`src/source/dsp_link_pkg.sv`:
```
package dsp_link_pkg;

  ////////////////////////////////////////
  // widths
  ////////////////////////////////////////

  localparam int word_w = 32;  // one mcbsp word
  localparam int step_w = 17;  // send step number

  // a received word, seen as a command or as raw data
  typedef union packed {
    logic [word_w-1:0] raw;
    struct packed {
      logic [15:0] tag;  // upper half
      logic [15:0] arg;  // lower half
    } cmd;
  } dsp_word_u;

  ////////////////////////////////////////
  // dsp command codes
  ////////////////////////////////////////

  // step codes are AAAAnnnn, n = 0..7
  localparam logic [15:0] cmd_step_tag = 16'hAAAA;

  localparam logic [word_w-1:0] cmd_part_syn    = 32'hAAAA_AAAA;  // part sync start
  localparam logic [word_w-1:0] cmd_fine_data   = 32'h6666_6666;
  localparam logic [word_w-1:0] cmd_decode_data = 32'h5555_5555;
  localparam logic [word_w-1:0] cmd_lose        = 32'h1111_1111;
  localparam logic [word_w-1:0] cmd_coarse_syn  = 32'h4444_4444;
  localparam logic [word_w-1:0] cmd_fine_syn    = 32'h3333_3333;
  localparam logic [word_w-1:0] cmd_tx_start    = 32'h6666_9999;  // payload block follows

endpackage

```
`src/source/dsp_cmd_decoder.sv`:
```
module dsp_cmd_decoder (
  input  logic                             mcbsp0_slaver_clkx,
  input  logic                             cfg_rst,
  input  dsp_link_pkg::dsp_word_u          rx_word,
  input  logic                             rx_valid,
  output logic                             send_start,
  output logic                             start_send,
  output logic [dsp_link_pkg::step_w-1:0]  send_step,
  output logic                             part_syn_start,
  output logic                             lose,
  output logic                             flag_coarse,
  output logic                             flag_fine,
  output logic                             coarse_data_flag,
  output logic                             fine_data_flag,
  output logic                             decode_data_flag,
  output logic                             tx_data_flag,
  output logic                             dsp_start_send,
  output logic                             coarse_arm,
  output logic                             fine_arm,
  output logic                             payload_arm
);

  import dsp_link_pkg::*;

  logic       step_hit;
  logic [2:0] step_num;
  logic       is_part_syn;
  logic       send_start_d;  // widens start_send to two cycles

  // AAAAnnnn with all nibbles equal and n below 8
  assign step_hit = (rx_word.cmd.tag == cmd_step_tag) && !rx_word.cmd.arg[3] &&
                    (rx_word.cmd.arg == {4{rx_word.cmd.arg[3:0]}});
  assign step_num    = rx_word.cmd.arg[2:0];
  assign is_part_syn = (rx_word.raw == cmd_part_syn);

  assign start_send  = send_start || send_start_d;
  assign coarse_arm  = flag_coarse;   // capture takes the next word
  assign fine_arm    = flag_fine;
  assign payload_arm = tx_data_flag;  // block of payload follows

  always_ff @(posedge mcbsp0_slaver_clkx or posedge cfg_rst) begin
    if (cfg_rst) begin
      send_start       <= 1'b0;
      send_start_d     <= 1'b0;
      send_step        <= '0;
      part_syn_start   <= 1'b0;
      lose             <= 1'b0;
      flag_coarse      <= 1'b0;
      flag_fine        <= 1'b0;
      coarse_data_flag <= 1'b0;
      fine_data_flag   <= 1'b0;
      decode_data_flag <= 1'b0;
      tx_data_flag     <= 1'b0;
      dsp_start_send   <= 1'b0;
    end else begin
      send_start_d     <= send_start;
      send_start       <= rx_valid && (step_hit || is_part_syn ||
                                       rx_word.raw == cmd_fine_data ||
                                       rx_word.raw == cmd_decode_data);
      part_syn_start   <= rx_valid && is_part_syn;
      coarse_data_flag <= rx_valid && is_part_syn;
      lose             <= rx_valid && (rx_word.raw == cmd_lose);
      flag_coarse      <= rx_valid && (rx_word.raw == cmd_coarse_syn);
      flag_fine        <= rx_valid && (rx_word.raw == cmd_fine_syn);
      fine_data_flag   <= rx_valid && (rx_word.raw == cmd_fine_data);
      decode_data_flag <= rx_valid && (rx_word.raw == cmd_decode_data);
      tx_data_flag     <= rx_valid && (rx_word.raw == cmd_tx_start);
      if (rx_valid && rx_word.raw == cmd_tx_start)
        dsp_start_send <= 1'b1;  // sticky
      if (rx_valid && step_hit)
        send_step <= step_w'(step_num);
      else if (rx_valid && is_part_syn)
        send_step <= '0;  // part sync restarts at step 0
    end
  end

endmodule

```
`src/source/dsp_fpga_link.sv`:
```
module dsp_fpga_link #(
  parameter int unsigned payload_words = 40,
  parameter int unsigned bank_aw       = 6
) (
  input  logic                             mcbsp0_slaver_clkx,
  input  logic                             cfg_rst,
  input  logic                             mcbsp0_slaver_fsx,
  input  logic                             mcbsp0_slaver_mosi,
  // buffer read port
  input  logic [bank_aw:0]                 read_addr,
  input  logic                             rd_req,
  output logic                             rd_ack,
  output logic [dsp_link_pkg::word_w-1:0]  send_data,
  // decoder
  output logic                             send_start,
  output logic                             start_send,
  output logic [dsp_link_pkg::step_w-1:0]  send_step,
  output logic                             part_syn_start,
  output logic                             lose,
  output logic                             flag_coarse,
  output logic                             flag_fine,
  output logic                             coarse_data_flag,
  output logic                             fine_data_flag,
  output logic                             decode_data_flag,
  output logic                             tx_data_flag,
  output logic                             dsp_start_send,
  // sync capture
  output logic [dsp_link_pkg::word_w-1:0]  coarse_syn_pos,
  output logic [dsp_link_pkg::word_w-1:0]  fine_syn_pos,
  output logic                             coarse_end,
  output logic                             fine_end,
  // payload
  output logic                             tx_send_start
);

  import dsp_link_pkg::*;

  dsp_word_u rx_word;
  logic      rx_valid;
  logic      coarse_arm;
  logic      fine_arm;
  logic      payload_arm;

  mcbsp_rx_deser mcbsp_rx_deser_i (
    .mcbsp0_slaver_clkx (mcbsp0_slaver_clkx),
    .cfg_rst            (cfg_rst),
    .mcbsp0_slaver_fsx  (mcbsp0_slaver_fsx),
    .mcbsp0_slaver_mosi (mcbsp0_slaver_mosi),
    .rx_word            (rx_word),
    .rx_valid           (rx_valid)
  );

  dsp_cmd_decoder dsp_cmd_decoder_i (
    .mcbsp0_slaver_clkx (mcbsp0_slaver_clkx),
    .cfg_rst            (cfg_rst),
    .rx_word            (rx_word),
    .rx_valid           (rx_valid),
    .send_start         (send_start),
    .start_send         (start_send),
    .send_step          (send_step),
    .part_syn_start     (part_syn_start),
    .lose               (lose),
    .flag_coarse        (flag_coarse),
    .flag_fine          (flag_fine),
    .coarse_data_flag   (coarse_data_flag),
    .fine_data_flag     (fine_data_flag),
    .decode_data_flag   (decode_data_flag),
    .tx_data_flag       (tx_data_flag),
    .dsp_start_send     (dsp_start_send),
    .coarse_arm         (coarse_arm),
    .fine_arm           (fine_arm),
    .payload_arm        (payload_arm)
  );

  sync_pos_capture sync_pos_capture_i (
    .mcbsp0_slaver_clkx (mcbsp0_slaver_clkx),
    .cfg_rst            (cfg_rst),
    .rx_word            (rx_word),
    .rx_valid           (rx_valid),
    .coarse_arm         (coarse_arm),
    .fine_arm           (fine_arm),
    .coarse_syn_pos     (coarse_syn_pos),
    .fine_syn_pos       (fine_syn_pos),
    .coarse_end         (coarse_end),
    .fine_end           (fine_end)
  );

  payload_pingpong_buf #(
    .payload_words (payload_words),
    .bank_aw       (bank_aw)
  ) payload_pingpong_buf_i (
    .mcbsp0_slaver_clkx (mcbsp0_slaver_clkx),
    .cfg_rst            (cfg_rst),
    .rx_word            (rx_word),
    .rx_valid           (rx_valid),
    .payload_arm        (payload_arm),
    .tx_send_start      (tx_send_start),
    .read_addr          (read_addr),
    .rd_req             (rd_req),
    .rd_ack             (rd_ack),
    .send_data          (send_data)
  );

endmodule

```
`src/source/mcbsp_rx_deser.sv`:
```
module mcbsp_rx_deser (
  input  logic                   mcbsp0_slaver_clkx,
  input  logic                   cfg_rst,
  input  logic                   mcbsp0_slaver_fsx,
  input  logic                   mcbsp0_slaver_mosi,
  output dsp_link_pkg::dsp_word_u rx_word,
  output logic                   rx_valid
);

  import dsp_link_pkg::*;

  localparam int cnt_w = $clog2(word_w);

  logic             busy;     // inside a frame
  logic [cnt_w-1:0] bit_cnt;  // bits taken so far
  logic [word_w-1:0] shift_q;
  logic             last_bit;

  assign last_bit = busy && (bit_cnt == cnt_w'(word_w - 1));

  // frame control
  always_ff @(posedge mcbsp0_slaver_clkx or posedge cfg_rst) begin
    if (cfg_rst) begin
      busy     <= 1'b0;
      bit_cnt  <= '0;
      rx_valid <= 1'b0;
    end else begin
      rx_valid <= last_bit;
      if (busy) begin
        bit_cnt <= bit_cnt + 1'b1;
        if (last_bit)
          busy <= 1'b0;
      end
      // fsx may come with bit 0 of the previous word
      if (mcbsp0_slaver_fsx) begin
        busy    <= 1'b1;
        bit_cnt <= '0;
      end
    end
  end

  // msb first
  always_ff @(posedge mcbsp0_slaver_clkx) begin
    if (busy)
      shift_q <= {shift_q[word_w-2:0], mcbsp0_slaver_mosi};
    if (last_bit)
      rx_word.raw <= {shift_q[word_w-2:0], mcbsp0_slaver_mosi};  // complete word at E
  end

endmodule

```
`src/source/payload_pingpong_buf.sv`:
```
module payload_pingpong_buf #(
  parameter int unsigned payload_words = 40,
  parameter int unsigned bank_aw       = 6
) (
  input  logic                             mcbsp0_slaver_clkx,
  input  logic                             cfg_rst,
  input  dsp_link_pkg::dsp_word_u          rx_word,
  input  logic                             rx_valid,
  input  logic                             payload_arm,
  output logic                             tx_send_start,
  input  logic [bank_aw:0]                 read_addr,
  input  logic                             rd_req,
  output logic                             rd_ack,
  output logic [dsp_link_pkg::word_w-1:0]  send_data
);

  import dsp_link_pkg::*;

  localparam int unsigned depth = 2 ** (bank_aw + 1);

  logic               wr_en;   // block in progress
  logic [bank_aw-1:0] wr_idx;  // index within the bank
  logic               bank;    // bank being filled
  logic               wr_fire;
  logic               wr_last;
  logic               rd_take;

  logic [word_w-1:0] mem [depth];

  assign wr_fire = wr_en && rx_valid;
  assign wr_last = (wr_idx == bank_aw'(payload_words - 1));
  assign rd_take = rd_req && !rd_ack;  // new request seen

  ////////////////////////////////////////
  // write sequencer
  ////////////////////////////////////////

  always_ff @(posedge mcbsp0_slaver_clkx or posedge cfg_rst) begin
    if (cfg_rst) begin
      wr_en         <= 1'b0;
      wr_idx        <= '0;
      bank          <= 1'b0;
      tx_send_start <= 1'b0;
    end else begin
      tx_send_start <= 1'b0;
      if (wr_fire) begin
        if (wr_last) begin
          wr_idx        <= '0;
          bank          <= ~bank;  // ping-pong
          wr_en         <= 1'b0;
          tx_send_start <= 1'b1;   // block complete
        end else begin
          wr_idx <= wr_idx + 1'b1;
        end
      end else if (payload_arm) begin
        wr_en <= 1'b1;
      end
    end
  end

  // command words inside a block land here as data too
  always_ff @(posedge mcbsp0_slaver_clkx) begin
    if (wr_fire)
      mem[{bank, wr_idx}] <= rx_word.raw;
  end

  ////////////////////////////////////////
  // read port, four-phase req/ack
  ////////////////////////////////////////

  always_ff @(posedge mcbsp0_slaver_clkx or posedge cfg_rst) begin
    if (cfg_rst) begin
      rd_ack <= 1'b0;
    end else if (rd_take) begin
      rd_ack <= 1'b1;
    end else if (!rd_req) begin
      rd_ack <= 1'b0;  // host released req
    end
  end

  always_ff @(posedge mcbsp0_slaver_clkx or posedge cfg_rst) begin
    if (cfg_rst)
      send_data <= '0;
    else if (rd_take)
      send_data <= mem[read_addr];  // held until next ack
  end

endmodule

```
`src/source/sync_pos_capture.sv`:
```
module sync_pos_capture (
  input  logic                             mcbsp0_slaver_clkx,
  input  logic                             cfg_rst,
  input  dsp_link_pkg::dsp_word_u          rx_word,
  input  logic                             rx_valid,
  input  logic                             coarse_arm,
  input  logic                             fine_arm,
  output logic [dsp_link_pkg::word_w-1:0]  coarse_syn_pos,
  output logic [dsp_link_pkg::word_w-1:0]  fine_syn_pos,
  output logic                             coarse_end,
  output logic                             fine_end
);

  import dsp_link_pkg::*;

  // channel 0 is coarse, channel 1 is fine
  logic [1:0]        arm;
  logic [1:0]        armed;
  logic [1:0]        done;
  logic [word_w-1:0] pos [2];

  assign arm = {fine_arm, coarse_arm};

  always_ff @(posedge mcbsp0_slaver_clkx or posedge cfg_rst) begin
    if (cfg_rst) begin
      armed <= '0;
      done  <= '0;
      pos   <= '{default: '0};
    end else begin
      for (int i = 0; i < 2; i++) begin
        done[i] <= 1'b0;
        if (armed[i] && rx_valid) begin
          pos[i]   <= rx_word.raw;  // the word right after the sync command
          done[i]  <= 1'b1;
          armed[i] <= 1'b0;
        end else if (arm[i]) begin
          armed[i] <= 1'b1;
        end
      end
    end
  end

  assign coarse_syn_pos = pos[0];
  assign fine_syn_pos   = pos[1];
  assign coarse_end     = done[0];
  assign fine_end       = done[1];

endmodule

```
`config.mk`:
```
export PLATFORM = sky130hd
export DESIGN_NAME = dsp_fpga_link
export DESIGN_NICKNAME = d
export VERILOG_FILES = /design/src/source/dsp_link_pkg.sv /design/src/source/dsp_cmd_decoder.sv /design/src/source/dsp_fpga_link.sv /design/src/source/mcbsp_rx_deser.sv /design/src/source/payload_pingpong_buf.sv /design/src/source/sync_pos_capture.sv
export SDC_FILE = /design/constraint.sdc
export NUM_CORES = 2
export LEC_CHECK = 0
export BUFFER_PORTS_ARGS = -buffer_cell sky130_fd_sc_hd__buf_2
export CORE_ASPECT_RATIO = 0.6
export CORE_MARGIN = 3
export CORE_UTILIZATION = 63
export CTS_CLUSTER_SIZE = 30
export DETAILED_ROUTE_END_ITERATION = 10
export PLACE_DENSITY_LB_ADDON = 0.25
export SLEW_MARGIN = 20
export SYNTH_ARGS = -nofsm -noshare
export SYNTH_HDL_FRONTEND = slang
export SYNTH_SLANG_ARGS = --single-unit
```
`constraint.sdc`:
```
create_clock -name mcbsp0_slaver_clkx -period 4.95 [get_ports mcbsp0_slaver_clkx]
set_input_delay 0.2475 -clock mcbsp0_slaver_clkx [delete_from_list [all_inputs] [get_ports mcbsp0_slaver_clkx]]
set_output_delay 0.2475 -clock mcbsp0_slaver_clkx [all_outputs]
set_load 0.02 [all_outputs]
```
After elaboration in Yosys (flattened, before gate mapping)
Memories as Yosys holds them, arrays and structs flattened. A register that Yosys moved wholly into a read port is not among the register bits.
Index checks and enable logic that the tools add are counted.
{ "op_classes": {"addsub": 2, "n_eq_ne": 13, "mux": 23, "bitwise": 1, "n_reduce_logical": 29} }
{ "op_table": {"columns": ["operator", "n"], "rows": [
  ["== test 32 x 31 -> 1 bit (second input constant)", 4],
  ["2-to-1 mux 17 bit", 2],
  ["== test 32 x 29 -> 1 bit (second input constant)", 1],
  ["== test 32 x 30 -> 1 bit (second input constant)", 1],
  ["== test 32 bit (second input constant)", 1],
  ["2-to-1 mux 1 bit", 18],
  ["== test 16 bit (second input constant)", 1],
  ["logical AND 1 bit", 16],
  ["== test 12 bit", 1],
  ["2-to-1 mux 5 bit", 2],
  ["nonzero test 2 bit", 5],
  ["adder 6 x 1 -> 6 bit (second input constant)", 1],
  ["== test 6 bit (second input constant)", 1],
  ["2-to-1 mux 6 bit", 1],
  ["adder 5 x 1 -> 5 bit (second input constant)", 1],
  ["== test 5 bit (second input constant)", 1],
  ["logical OR 1 bit", 4],
  ["AND reduction 2 bit", 2],
  ["zero test 1 bit", 2],
  ["!= test 2 x 1 -> 1 bit (second input constant)", 1],
  ["!= test 2 bit (second input constant)", 1],
  ["inverter 1 bit", 1]
]} }
{ "totals": {"reg_bits": 175, "ram_bits": 4096, "out_inout_bits": 128, "mem_count": 1} }
{ "memory_table": {"columns": ["memory", "depth", "width", "rd", "rd_clocked_by_memory_dff", "wr", "line_no", "source"], "rows": [
  ["payload_pingpong_buf_i.mem", 128, 32, 1, 1, 1, "payload_pingpong_buf.sv:28", "logic [word_w-1:0] mem [depth];"]
]} }

Logic depth before layout (Yosys ltp)
{ "logic_depth": {"ltp_word": 7, "mapped_depth": 12, "ltp_nobuf": 6} }

Cells and area by module
A second synthesis with hierarchy kept.
{ "hier_totals": {"hier_cells": 8240, "hier_area_um2": 165744.0} }
{ "modules_own_cells": {"columns": ["mod", "instances", "cells_each", "area_each_um2", "seq_area_each_um2"], "rows": [
  ["payload_pingpong_buf", 1, 7909, 160077.3, 124049.0],
  ["sync_pos_capture", 1, 147, 2541.2, 1701.6],
  ["mcbsp_rx_deser", 1, 91, 2242.2, 2067.0],
  ["dsp_cmd_decoder", 1, 93, 883.3, 325.3]
]} }

Worst setup path after synthesis
Ideal clock, no wire load.
{ "synth_path": {"kind": "flip-flop to flip-flop", "from": "register mcbsp_rx_deser_i.rx_valid", "to": "memory payload_pingpong_buf_i.mem[95][0] (enable)", "arrival_time_ns": 3.711, "t_required_ns": 4.482, "slack_ns": 0.771, "stages_incl_launch_ff": 7, "period_less_slack_ns": 4.179, "cell_sequence": "dfrtp_1 > clkbuf_1 > nand2_1 > or2_2 > inv_1 > nand3_1 > nor3b_1"} }
{ "synth_via": {"elab_chain_len": 3} }
{ "synth_rtl": {"columns": ["item", "line_no", "source"], "rows": [
  ["from (decl)", "mcbsp_rx_deser.sv:7", "output logic rx_valid"],
  ["from (signal assigned)", "mcbsp_rx_deser.sv:28", "rx_valid <= last_bit;"],
  ["logical AND 1 bit", "payload_pingpong_buf.sv:30", "assign wr_fire = wr_en && rx_valid;"],
  ["2-to-1 mux 1 bit", "payload_pingpong_buf.sv:63", "if (wr_fire)"],
  ["2-to-1 mux 1 bit (implied by the code)", "payload_pingpong_buf.sv:64", "mem[{bank, wr_idx}] <= rx_word.raw;"],
  ["to (decl)", "payload_pingpong_buf.sv:28", null]
]} }
Every way passes these cells.

Worst setup path in the final report
{ "layout_path": {"from": "register mcbsp_rx_deser_i.rx_valid", "to": "memory payload_pingpong_buf_i.mem[63][27] (enable)"} }
Same word-level chain as after synthesis.

==> run metrics <==
yosys warns 0; crit path launch type flip-flop; hold path depth 4; share of cells above drive strength 1 0.2188; syn avg cell area 20.05 um2; min Tclk post-route slightly below 4000 ps; vias per cell 7.222; FF+latch count, synth 4,289; setup tns final 0 ps; CTS Buf Count 368; switch share 0.2125; actual slew at the worst max-slew pin roughly 1400 ps; Total Wirelength between 400,000 and 500,000 um; Post-synth EDFFs around 4,200; asr flop ratio synth 0.03031; slack of the worst reg-to-reg path 1060 ps; critical path class reg2reg; GPL Wtd Cong 0.9247; Worst Path Required roughly 5500 ps; largest area contributor in the netlist edfxtp_1; Peak VDD IR 0.3256 mV; H-tree level count 5; RSZ-0062 raised after global routing false; Core Box Area about 0.26 mm2; Critical Path Fanout Max 17; clock root buffer clkbuf_16; DIE HEIGHT 402.7 um; Die W 667.2 um; P_sw 15.22 mW; via count of the first global-routing pass roughly 85,000; synth top area cells edfxtp_1 76%, mux4_2 7.6%, mux2i_1 6.1%; port buffer count roughly 130; Vias 90,012; Sequential Power Share 0.550; CP Capture Type flip-flop; outcome complete, no violations; Placed Area 0.1727 mm2; Static Leak 61.30 nW; final setup vio count 0; initial antenna violation count 36; # IOs 140; r2r startpoint mcbsp_rx_deser_i.rx_valid; detailed-route DRC error count 0; DR WL/cell 38.12 um; HP Start read_addr[3]; met2 Track Usage GR 0.4795; fin area 0.1847 mm2; CP arrival 4460 ps; ys flop type edfxtp_1; initial core utilization 0.6387; synth unique cells 69; Clock Sinks 4,289; Clock Latency Late Sink 920 ps; Setup Skew 62.78 ps; post-synthesis sequential area ratio 0.7754; post-route clock period utilization 0.7853; Post-Syn Instances between 8,000 and 9,000; Max Cap Violations 0; Mapped Area 0.1653 mm2; CTS tree built; number of cells on the worst reg-to-reg path 6; met3 Track Usage GR 0.1470; GRT Total Usage 0.3530; clk slew on worst S/H paths 70 ps; fmax about 260 MHz; antenna viol nets, final 0; Hold Crit Endpoint payload_pingpong_buf_i.send_data[14]; met1 usage 0.5243; Synth top area share 0.7557; Worst R2R End payload_pingpong_buf_i.mem[63][27]; die area around 0.27 mm2; first-pass GRT wire length 661,400 um; Nets just under 9,000; fin. max-slew vios 0; # rows ~140; Pwr per Cell Area 387.8 mW/mm2; largest net degree at the start of global routing 137; clock buffer depth 4; DP Wirelength 282,200 um; area delta synth->final 11.79%; grt peak-use layer met1; Clock Power Share 0.404; global route overflow 0; 1st-iter DRT viols 16,784; P_int 56.41 mW; Max-slew headroom 0.08992; DR pass1 iterations 6; final hold vios 0; hold slack 84.28 ps; hold crit path type in2reg; combinational share of power 0.046
## cell families (layout without fill, tap and decap cells)
family / after synthesis / in the layout / synth area share
flip-flops: 4289 / 4289 / 0.7754
multiplexers: 1667 / 1667 / 0.1441
AO/OA/AOI/OAI: 935 / 935 / 0.03970
AND/OR/NAND/NOR: 830 / 830 / 0.02273
buffers and inverters: 510 / 1269 / 0.01737
XOR/XNOR: 9 / 9 / 0.0004769
adder cells (fa/ha/maj): 3 / 3 / 0.0002272
other: 1 / 30 / 0.00002269
## layout by cell type, fill, tap and decap left out, types with 64 or more instances in the layout
cell          n
clkinv_1     75
o22ai_1     213
o221ai_1     64
o21ai_0      79
mux2_2       95
dfrtp_1     130
a21oi_1     102
a22oi_1     166
nor3_1      152
nor2_1      119
mux4_2      560
clkbuf_1     72
nand2_1     234
nor2_4      128
edfxtp_1   4159
clkbuf_16   378
buf_4       414
buf_2       122
mux2i_1    1012
## synth_stat cells (all sizes together) (29+ instances only)
| library cell | instances |
|---|---|
| edfxtp | 4159 |
| mux2i | 1012 |
| mux4 | 560 |
| buf | 298 |
| nor2 | 249 |
| nand2 | 238 |
| o22ai | 213 |
| clkbuf | 201 |
| nor3 | 176 |
| a22oi | 166 |
| dfrtp | 130 |
| a21oi | 104 |
| o21ai | 96 |
| mux2 | 95 |
| o221ai | 64 |
| a211oi | 62 |
| and2 | 60 |
| a221o | 29 |
| o41ai | 29 |
## worst max-delay path, cell delays in order, from the launching register on
cell     delay, ps
dfrtp_1        760
nand2_1        360
or2_2          740
inv_1          160
nand3_1        440
nor2b_4        770
buf_4          310
## registers in the layout, indices dropped and copies added, names as in the netlist, 2 cells and up
signal                             flops
payload_pingpong_buf_i.mem          4096
mcbsp_rx_deser_i.rx_word              32
payload_pingpong_buf_i.send_data      32
sync_pos_capture_i.coarse_syn_pos     32
sync_pos_capture_i.fine_syn_pos       32
mcbsp_rx_deser_i.shift_q              31
payload_pingpong_buf_i.wr_idx          6
mcbsp_rx_deser_i.bit_cnt               5
dsp_cmd_decoder_i.send_step            3
sync_pos_capture_i.armed               2
sync_pos_capture_i.done                2
## cell type report
type / instances / area (um2)
clock buffers: 464 / 9910
fillers: 14926 / 73990
well taps: 3431 / 4293
multi-input cells: 3458 / 35590
clock inverters: 202 / 1941
repair buffers: 592 / 4767
flip-flops and latches: 4289 / 128100
diodes: 16 / 40.04
inverters: 11 / 55.05
## through the flow
stage                     power [mW]  std cells    util  setup WS [ps]
final                          71.63      12463  0.7140           1063
after global routing           73.16      12447  0.7139          868.3
after CTS                      71.60      12444  0.7135           1181
after detailed placement       43.36      11772  0.6674          830.6
after global placement         43.31      11765  0.6668          428.2
after floorplan                42.02       8257       -          771.1
## what timing repair did
action / CTS / global route
buffers inserted: 0 / 0
hold buffers: 6 / 0
endpoints found under the hold margin: 72 / 0
gates resized for setup: 0 / 0
## power groups by stage
stage | Sequential [mW] | Combinational (mW) | Clock (mW)
6_report | 39.4 | 3.32 | 28.9
5_1_grt | 39.4 | 3.41 | 30.4
4_1_cts | 39.4 | 3.21 | 29.0
3_5_place_dp | 40.2 | 3.18 | 0
3_3_place_gp | 40.2 | 3.14 | 0
2_1_floorplan | 40.1 | 1.88 | 0
## how the worst max path moves through the flow
| stage | cells after the start | endpoint | startpoint |
|---|---|---|---|
| after floorplan | 6 | payload_pingpong_buf_i.mem[95][0] | mcbsp_rx_deser_i.rx_valid |
| after global placement | 9 | payload_pingpong_buf_i.send_data[19] | read_addr[0] |
| after detailed placement | 10 | payload_pingpong_buf_i.send_data[1] | read_addr[0] |
| after CTS | 6 | payload_pingpong_buf_i.mem[63][27] | mcbsp_rx_deser_i.rx_valid |
| after global routing | 6 | payload_pingpong_buf_i.mem[63][14] | mcbsp_rx_deser_i.rx_valid |
| final | 6 | payload_pingpong_buf_i.mem[63][27] | mcbsp_rx_deser_i.rx_valid |
## layer usage
layer	vias to the layer above	wire length, um
li1	34858	-
met1	46168	172700
met2	8054	199800
met3	918	84770
met4	14	17760
met5	-	95
(Power assumes the default switching activity.)
